===== src/mem_pkg.sv =====
package mem_pkg;

  // datapath widths.
  localparam int xlen   = 32;
  localparam int addr_w = 32;
  localparam int bus_w  = 64;
  localparam int strb_w = 8;

  // data RAM geometry, in 32-bit words.
  localparam int ram_depth = 256;
  localparam int ram_aw    = 8;

  // instruction class from decode.
  typedef enum logic [1:0] {
    inst_none  = 2'b00,
    inst_load  = 2'b01,
    inst_store = 2'b10
  } inst_type_t;

  // load/store operation.
  typedef enum logic [3:0] {
    op_none = 4'd0,
    op_lb   = 4'd1,
    op_lh   = 4'd2,
    op_lw   = 4'd3,
    op_lbu  = 4'd4,
    op_lhu  = 4'd5,
    op_sb   = 4'd6,
    op_sh   = 4'd7,
    op_sw   = 4'd8
  } lsu_op_t;

  // request from the execute stage.
  typedef struct packed {
    inst_type_t        inst_type;
    lsu_op_t           lsu_op;
    logic [xlen-1:0]   imm;
    logic [xlen-1:0]   rdata1;
    logic [xlen-1:0]   rdata2;
    logic [4:0]        rd;
  } mem_req_t;

  // write command towards the data RAM.
  typedef struct packed {
    logic [addr_w-1:0] addr;
    logic [bus_w-1:0]  wdata;
    logic [strb_w-1:0] wstrb;
  } ram_wr_t;

  // result handed to writeback.
  typedef struct packed {
    logic              valid;
    logic [4:0]        rd;
    logic [xlen-1:0]   data;
  } wb_t;

endpackage


===== src/mem_wb_reg.sv =====
`timescale 1ns/100ps

module mem_wb_reg (
  input  logic                          clk,
  input  logic                          reset_i,
  input  mem_pkg::mem_req_t             req_i,
  input  logic [mem_pkg::xlen-1:0]      load_data_i,
  output mem_pkg::wb_t                  wb_o
);

  logic                     valid_q;
  logic [4:0]               rd_q;
  logic [mem_pkg::xlen-1:0] data_q;

  // only loads produce a writeback.
  always_ff @(posedge clk) begin
    if (reset_i) begin
      valid_q <= 1'b0;
    end else begin
      valid_q <= (req_i.inst_type == mem_pkg::inst_load);
    end
  end

  always_ff @(posedge clk) begin
    rd_q   <= req_i.rd;
    data_q <= load_data_i;
  end

  assign wb_o.valid = valid_q;
  assign wb_o.rd    = rd_q;
  assign wb_o.data  = data_q;

endmodule


===== config.mk =====
export PLATFORM = sky130hd
export DESIGN_NAME = mem_wb_reg
export DESIGN_NICKNAME = d
export VERILOG_FILES = /design/src/mem_pkg.sv /design/src/mem_wb_reg.sv
export SDC_FILE = /design/constraint.sdc
export NUM_CORES = 1
export LEC_CHECK = 0
export ABC_CLOCK_PERIOD_IN_PS = 800
export BUFFER_PORTS_ARGS = -buffer_cell sky130_fd_sc_hd__buf_2
export CAP_MARGIN = 15
export CORE_ASPECT_RATIO = 0.5
export CORE_MARGIN = 2
export CORE_UTILIZATION = 22
export DETAILED_ROUTE_END_ITERATION = 8
export PLACE_DENSITY = 0.78
export SYNTH_ARGS = -nofsm -noshare
export SYNTH_HDL_FRONTEND = slang
export SYNTH_SLANG_ARGS = --single-unit

===== constraint.sdc =====
create_clock -name clk -period 0.8 [get_ports clk]
set_clock_uncertainty 0.1 [all_clocks]
set_input_delay 0.04 -clock clk [delete_from_list [all_inputs] [get_ports clk]]
set_output_delay 0.04 -clock clk [all_outputs]
set_load 0.005 [all_outputs]

==> reports/results.ini <==
[drt]
ant_nets = 0
wl_per_cell_um = 12.85
dr_total_vias = 760
postRouteWirelength_um = 2775
detailedRoute.firstPassIterationCount = 3
drtIter0Drc = 14
post-route-drc-count = 0
route.detailed.vias_per_inst = 3.519

[power_and_ir_drop]
worst_ir_drop_vdd_mv = 1.136
cellPowerDensity_mw_per_mm2 = 2354
power_leakage_uw = 0.0008977

[final_layout]
area_growth_syn_to_layout_pct = 139.4
final_area_sq_mm = 0.001869
num_antenna_cells = 0
final_common_cell = sky130_fd_sc_hd__buf_2
fin_cells = 216
post_route_cells_drive_above_1_share_pct = 61.21
nets = 305
most-common-layout-cells = sky130_fd_sc_hd__buf_2, sky130_fd_sc_hd__dlygate4sd3_1, sky130_fd_sc_hd__dfxtp_1

[cts]
cts_inserted_buffers = 5
clkTransAtPathRegs_ns = 0.07
clock-root-buffer = sky130_fd_sc_hd__clkbuf_8
clock-sinks = 38
cts_tree = built
number_of_levels_in_the_clock_h_tree = 2
cts_max_path_buffers = 2

[yosys]
syn_area_sq_um = 780.7
synth_nets = 181
yosys.area.top_type = sky130_fd_sc_hd__dfxtp_1
synth_top_cell_area_share_pct = 97.44
number_of_register_bits_inferred_by_synthesis = 38
mean_instance_size_in_the_synthesized_netlist_sq_um = 19.52
yosys_synthesis_warning_count = 0
yosys-top-cells-area = sky130_fd_sc_hd__dfxtp_1, sky130_fd_sc_hd__nor3b_2, sky130_fd_sc_hd__buf_4
seq_area_frac_synth_pct = 97.44
synthCells = 40
unique_masters_post_synth = 3

[setup_path]
timing.critical_path.to_type = primary output
number_of_buffer_and_inverter_instances_along_the_worst_setup_path = 1
crit_path_cell_trace = buf_2
worst_setup_path_startpoint = rd_q[3]
cp.arrival_ns = 0.71
path_delay_family = flip-flops
path_class = register to primary output
largest_fanout_on_the_critical_path = 1
critPathMaxStageDelay_ns = 0.33
worst_setup_path_start_kind = register
cp_slowest_cell = sky130_fd_sc_hd__dfxtp_1
worst_ep_required_time_ns = 0.66

[sta]
maxClockFrequency_ghz = 1.176
final-hold-violation-count = 0
rsz_0062_raised_after_global_routing = yes
totalNegativeSetupSlack_ns = -1.476
worst_pin_slew_ns = 0.1134
period_minus_slack_ns = 0.8502
timing_max_transition_violations_final = 0
max_slew_margin_pct = 92.40
report.final.setup_viol = 38
timing.hold.ws_ns = 0.2957
final.setup.worst_slack_ns = -0.05016
fin_crit_sh_pct = 106.3

[run_status]
violations = negative setup slack
outcome = finished, violations left

[floorplanning]
die_area_sq_mm = 0.004070
floorplan.initialDensity_pct = 22.86
fp.dieH_um = 46.13
placementRows = 15
chipWidth_um = 88.25
top_level_ports = 179
coreArea_sq_mm = 0.003416

[grt]
number_of_antenna_violations_at_the_first_check_in_global_routing = 0
grt_pass1_wl_um = 3636
grt_max_degree = 13
global_route.overflow_total = 0
grt_pass1_vias = 818
groute.usage.overall_pct = 13.02

[min_path]
hp-start = load_data_i[11]
worst_min_delay_path_category = input port to register

[placement]
place_area_sq_mm = 0.001227
dpl.hpwl_um = 1746
placed_cells_incl_taps = 168
pre_cts_slack_ns = 0.2464
port_buffers = 78
gp_congestion = 0.5746

[flow_run]
maxCapViolCount = 0

per-layer routing:
| metal | wire length (um) | vias to the layer above | share of wire (%) | track usage, % |
|---|---|---|---|---|
| met1 | 859 | 359 | 31 | 11.82 |
| met2 | 1674 | 24 | 60 | 24.36 |
| met3 | 122 | 10 | 4.4 | 7.168 |
| met5 | 0 | - | 0 | 0 |
| li1 | - | 367 | - | - |
| met4 | 119 | 0 | 4.3 | 6.364 |
kinds of logic after synthesis:
group,after synthesis,share of synthesized area (%)
and+or+nand+nor,1,1.602
DFF,38,97.44
buffers and inverters,1,0.9619
flip-flops by register name (all words and copies together), names as in the netlist:
signal and cells:
valid_q 1, rd_q 5, data_q 32
timing repair:
action,4_1_cts,5_1_grt
pin swaps,0,0
buffers inserted,0,0
endpoints found under the setup margin,38,38
gates resized for setup,1,26
hold buffers,40,0
endpoints found under the hold margin,38,0
stage by stage:
step	utilization [%]	total power (uW)
floorplan	-	2081
global placement	35.93	2273
detailed placement	35.93	2281
CTS	51.87	4393
global route	54.73	4578
finish	54.73	4401
worst paths after layout:
| path | endpoint | slack (ns) | cells past startpoint |
|---|---|---|---|
| min | data_q[11] | 0.30 | 2 |
| max | wb_o[35] | -0.05 | 1 |
synth_stat cells:
library cell / count
sky130_fd_sc_hd__buf_4: 1
sky130_fd_sc_hd__dfxtp_1: 38
sky130_fd_sc_hd__nor3b_2: 1
report_power, final:
group          leakage (uW)  internal, uW  switching [uW]
sequential         0.000321          2000            32.7
combinational      0.000506           298             117
clock             0.0000714          1330             623
layout make-up:
class	count	area [sq um]
Tap cell	51	63.81
Clock buffer	6	82.58
Sequential cell	38	778.2
Clock inverter	2	60.06
Fill cell	309	1546
Multi-Input combinational cell	1	12.51
Timing Repair Buffer	118	872.1
No activity file was read; power rests on OpenSTA's default activity.
