$ cat config.mk
export PLATFORM = sky130hd
export DESIGN_NAME = mem_lsu
export DESIGN_NICKNAME = d
export VERILOG_FILES = /design/src/mem_pkg.sv /design/src/mem_lsu.sv
export SDC_FILE = /design/constraint.sdc
export NUM_CORES = 1
export LEC_CHECK = 0
export ABC_AREA = 1
export BUFFER_PORTS_ARGS = -buffer_cell sky130_fd_sc_hd__buf_2
export CAP_MARGIN = 20
export CELL_PAD_IN_SITES_DETAIL_PLACEMENT = 1
export CELL_PAD_IN_SITES_GLOBAL_PLACEMENT = 1
export CORE_MARGIN = 2
export CORE_UTILIZATION = 24
export DETAILED_ROUTE_END_ITERATION = 6
export PLACE_DENSITY = 0.88
export SETUP_SLACK_MARGIN = 0.4
export SLEW_MARGIN = 15
export SYNTH_ARGS = -nofsm -noshare
export SYNTH_HDL_FRONTEND = slang
export SYNTH_SLANG_ARGS = --single-unit
$ cat constraint.sdc
create_clock -name vclk -period 3.9
set_input_delay 0.585 -clock vclk [all_inputs]
set_output_delay 0.585 -clock vclk [all_outputs]
set_load 0.03 [all_outputs]
$ cat src/mem_pkg.sv
package mem_pkg;

  // datapath widths.
  localparam int xlen   = 32;
  localparam int addr_w = 32;
  localparam int bus_w  = 64;
  localparam int strb_w = 8;

  // data RAM geometry, in 32-bit words.
  localparam int ram_depth = 256;
  localparam int ram_aw    = 8;

  // instruction class from decode.
  typedef enum logic [1:0] {
    inst_none  = 2'b00,
    inst_load  = 2'b01,
    inst_store = 2'b10
  } inst_type_t;

  // load/store operation.
  typedef enum logic [3:0] {
    op_none = 4'd0,
    op_lb   = 4'd1,
    op_lh   = 4'd2,
    op_lw   = 4'd3,
    op_lbu  = 4'd4,
    op_lhu  = 4'd5,
    op_sb   = 4'd6,
    op_sh   = 4'd7,
    op_sw   = 4'd8
  } lsu_op_t;

  // request from the execute stage.
  typedef struct packed {
    inst_type_t        inst_type;
    lsu_op_t           lsu_op;
    logic [xlen-1:0]   imm;
    logic [xlen-1:0]   rdata1;
    logic [xlen-1:0]   rdata2;
    logic [4:0]        rd;
  } mem_req_t;

  // write command towards the data RAM.
  typedef struct packed {
    logic [addr_w-1:0] addr;
    logic [bus_w-1:0]  wdata;
    logic [strb_w-1:0] wstrb;
  } ram_wr_t;

  // result handed to writeback.
  typedef struct packed {
    logic              valid;
    logic [4:0]        rd;
    logic [xlen-1:0]   data;
  } wb_t;

endpackage

$ cat src/mem_lsu.sv
`timescale 1ns/100ps

module mem_lsu (
  input  mem_pkg::mem_req_t               req_i,
  input  logic [mem_pkg::bus_w-1:0]       rd_data_i,
  output logic [mem_pkg::addr_w-1:0]      rd_addr_o,
  output mem_pkg::ram_wr_t                ram_wr_o,
  output logic [mem_pkg::xlen-1:0]        load_data_o
);

  logic [mem_pkg::addr_w-1:0] eff_addr;
  logic [1:0]                 byte_off;
  logic                       is_load;
  logic                       is_store;
  logic [mem_pkg::strb_w-1:0] wstrb;
  logic [mem_pkg::xlen-1:0]   rd_word;
  logic [mem_pkg::xlen-1:0]   shift_data;
  logic [mem_pkg::xlen-1:0]   load_data;

  // effective address, shared by loads and stores.
  assign eff_addr = req_i.rdata1 + req_i.imm;
  assign byte_off = eff_addr[1:0];

  assign is_load  = (req_i.inst_type == mem_pkg::inst_load);
  assign is_store = (req_i.inst_type == mem_pkg::inst_store);

  // read side.
  assign rd_addr_o = is_load ? eff_addr : '0;

  // write side, only live for stores.
  assign ram_wr_o.addr  = is_store ? eff_addr : '0;
  assign ram_wr_o.wdata = is_store ? {{(mem_pkg::bus_w - mem_pkg::xlen){1'b0}}, req_i.rdata2}
                                   : '0;
  assign ram_wr_o.wstrb = wstrb;

  // byte strobes by size and offset.
  // accesses crossing the word boundary write nothing.
  always_comb begin
    wstrb = '0;
    if (is_store) begin
      case (req_i.lsu_op)
        mem_pkg::op_sb: begin
          wstrb = 8'b0000_0001 << byte_off;
        end
        mem_pkg::op_sh: begin
          if (byte_off != 2'd3) begin
            wstrb = 8'b0000_0011 << byte_off;
          end
        end
        mem_pkg::op_sw: begin
          if (byte_off == 2'd0) begin
            wstrb = 8'b0000_1111;
          end
        end
        default: begin
          wstrb = '0;
        end
      endcase
    end
  end

  // RAM word sits in the low half of the bus.
  assign rd_word = rd_data_i[mem_pkg::xlen-1:0];

  // shift right by the byte offset, zero fill from the top.
  always_comb begin
    case (byte_off)
      2'd0:    shift_data = rd_word;
      2'd1:    shift_data = {8'h00, rd_word[31:8]};
      2'd2:    shift_data = {16'h0000, rd_word[31:16]};
      default: shift_data = {24'h00_0000, rd_word[31:24]};
    endcase
  end

  // extension per load op.
  always_comb begin
    load_data = '0;
    if (is_load) begin
      case (req_i.lsu_op)
        mem_pkg::op_lb: begin
          load_data = {{24{shift_data[7]}}, shift_data[7:0]};
        end
        mem_pkg::op_lh: begin
          load_data = {{16{shift_data[15]}}, shift_data[15:0]};
        end
        mem_pkg::op_lw: begin
          load_data = shift_data;
        end
        mem_pkg::op_lbu: begin
          load_data = {24'h00_0000, shift_data[7:0]};
        end
        mem_pkg::op_lhu: begin
          load_data = {16'h0000, shift_data[15:0]};
        end
        default: begin
          load_data = '0;
        end
      endcase
    end
  end

  assign load_data_o = load_data;

endmodule

==> metrics.csv <==
stage;metric;value;unit
placement;dp_hpwl;15920;um
placement;pre_cts_slack;0.1993;ns
timing;fin_crit_sh;88.50;%
final_layout;seq_cell_count;0;
timing;tns;0;ns
floorplanning;io_pins;339;
critical_path;arrival;2.87;ns
detailed_routing;drc_errors;0;
final_layout;final.clkbuf_count;0;
critical_path;end_kind;primary output;
yosys;ys_seq_area_share;0;%
critical_path;worstPathMaxFanout;8;
global_routing;track_usage;18.17;%
timing;setup_violations;0;
floorplanning;die_w;136.6;um
floorplanning;design.core.area;17240;sq um
timing;fin_ws;0.4486;ns
min_path;min_path_type;input pin to primary output;
status;status;completed;
global_routing;gr-total-overflow;0;
timing;maxSlewViolCount;0;
timing;worst_pin_slew;1.019;ns
global_routing;grt_max_degree;66;
final_layout;diodes;0;
floorplanning;die_y;136.6;um
cts;hold_buffers;0;
run;drv_cap;0;
power;p_leak;3.938;nW
global_routing;grt_pass1_vias;6119;
yosys;synth_area_per_cell;4.730;sq um
min_path;worstHoldStart;req_i[32];
detailed_routing;wl_per_cell;13.88;um
detailed_routing;drt-total-wl;19090;um
critical_path;worstPathRequired;3.31;ns
detailed_routing;drtIter0Drc;231;
global_routing;antenna_found_initial;0;
final_layout;most-common-layout-cells;nand2_1, buf_2, inv_1;
min_path;whs_endpoint;ram_wr_o[35];
placement;io_buffers;266;
power;powerDensity;165.7;nW/um^2
timing;period_needed;3.451;ns
floorplanning;rows;48;
final_layout;fin_area;5982;sq um
detailed_routing;routed-via-count;6319;
timing;rsz0062_at_grt;false;
timing;max_freq;0.2897;GHz
global_routing;grt_pass1_wl;28080;um
critical_path;start_kind;input pin;
power;peakVddDrop;72.81;uV
final_layout;drive_above_1_share;28.00;%
yosys;yosys_warnings;0;
yosys;syn_inst;892;
final_layout;final_core_util;34.71;%
detailed_routing;ant_nets;0;
final_layout;finish.net_count;1359;
min_path;whs_path_depth;4;
critical_path;path_class;input pin to primary output;
floorplanning;die_area;18660;sq um
timing;finalHoldViolCount;0;
timing;maxSlewHeadroom;31.83;%
yosys;synth_area;4219;sq um
final_layout;areaGrowthSynthToFinish;41.79;%
yosys;synth_cell_types;35;
final_layout;layout_commonest_cell;nand2_1;
floorplanning;initial_core_util;24.48;%
placement;dpl_cell_area;5648;sq um
final_layout;seqCellArea;0;sq um
detailed_routing;vias_per_cell;4.596;
detailed_routing;first_pass_iters;4;
placement;gp_congestion;0.9276;
==> report_power, final <==
group | total [mW] | internal [mW] | switching, mW
clock | 0 | 0 | 0
sequential | 0 | 0 | 0
combinational | 0.991 | 0.318 | 0.673
total | 0.991 | 0.318 | 0.673
==> cells in the mapped netlist (2+ instances only) <==
cell / number / area (sq um)
buf_1: 4 / 15.01
clkbuf_1: 13 / 48.80
nand3b_1: 3 / 22.52
inv_1: 179 / 671.9
nand3_1: 29 / 145.1
a211oi_1: 14 / 105.1
nand4_1: 5 / 31.28
inv_4: 2 / 12.51
ha_1: 35 / 437.9
xor2_1: 2 / 17.52
a21oi_1: 38 / 190.2
nand2_1: 295 / 1107
buf_6: 3 / 33.78
o211ai_2: 2 / 25.02
xnor2_1: 13 / 113.9
o21ai_0: 7 / 35.03
nor3_1: 20 / 100.1
buf_2: 2 / 10.01
buf_4: 36 / 270.3
o221ai_1: 7 / 61.31
nor2_1: 168 / 630.6
o21bai_1: 2 / 15.01
==> cells by family after synthesis <==
kind of cell / Yosys count / synth area share (%)
buf+inv: 240 / 25.27
simple gates: 526 / 49.76
xor+xnor: 15 / 3.114
fa+ha+maj: 36 / 10.85
other cells: 1 / 0.08888
compound gates: 74 / 10.91
==> critical path, cell delays in order <==
cell       delay (ns)
buf_6            0.08
ha_4             0.12
inv_1            0.05
fa_2             0.64
ha_4             0.19
inv_6            0.05
o211ai_2         0.15
nand2_2          0.10
nor3_4           0.29
clkbuf_16        0.23
nor3_2           0.04
nor2_1           0.12
buf_4            0.20
==> per-stage QoR <==
| step | power (mW) | std cells | hold WS (ns) |
|---|---|---|---|
| after floorplan | 0.6770 | 927 | 1.321 |
| after global placement | 0.9153 | 1368 | 1.496 |
| after detailed placement | 0.9404 | 1368 | 1.502 |
| after CTS | 0.9503 | 1369 | 1.503 |
| after global routing | 1.092 | 1375 | 1.513 |
| final | 0.9910 | 1375 | 1.503 |
==> how the worst max path moves through the flow <==
| stage | from | endpoint | slack (ns) |
|---|---|---|---|
| after floorplan | req_i[37] | load_data_o[6] | 0.44 |
| after global placement | req_i[37] | load_data_o[16] | 0.26 |
| after detailed placement | req_i[37] | load_data_o[27] | 0.20 |
| after CTS | req_i[37] | load_data_o[22] | 0.39 |
| after global routing | req_i[69] | load_data_o[16] | 0.38 |
| final | req_i[69] | load_data_o[23] | 0.45 |
==> layer usage <==
| layer | vias to the layer above | part of all wire, % | global-route usage, % |
|---|---|---|---|
| met1 | 2907 | 39 | 19.99 |
| li1 | 3139 | - | - |
| met4 | 0 | 2.8 | 4.282 |
| met5 | - | 0 | 0 |
| met2 | 231 | 53 | 37.31 |
| met3 | 42 | 5.2 | 0.9630 |
==> cell type report <==
class | instances | area (sq um)
Fill cell | 2488 | 11250
Multi-Input combinational cell | 687 | 3456
Timing Repair Buffer | 281 | 1548
Inverter | 182 | 696.9
Tap cell | 225 | 281.5
==> what timing repair did <==
item                                    CTS  global route
pin swaps                                 2             8
endpoints found under the setup margin   24            31
gates cloned                              0             1
hold endpoints to repair                  0             0
buffers inserted                          1             5
gates resized for setup                  14            68
Power figures use the tool's default switching activity.
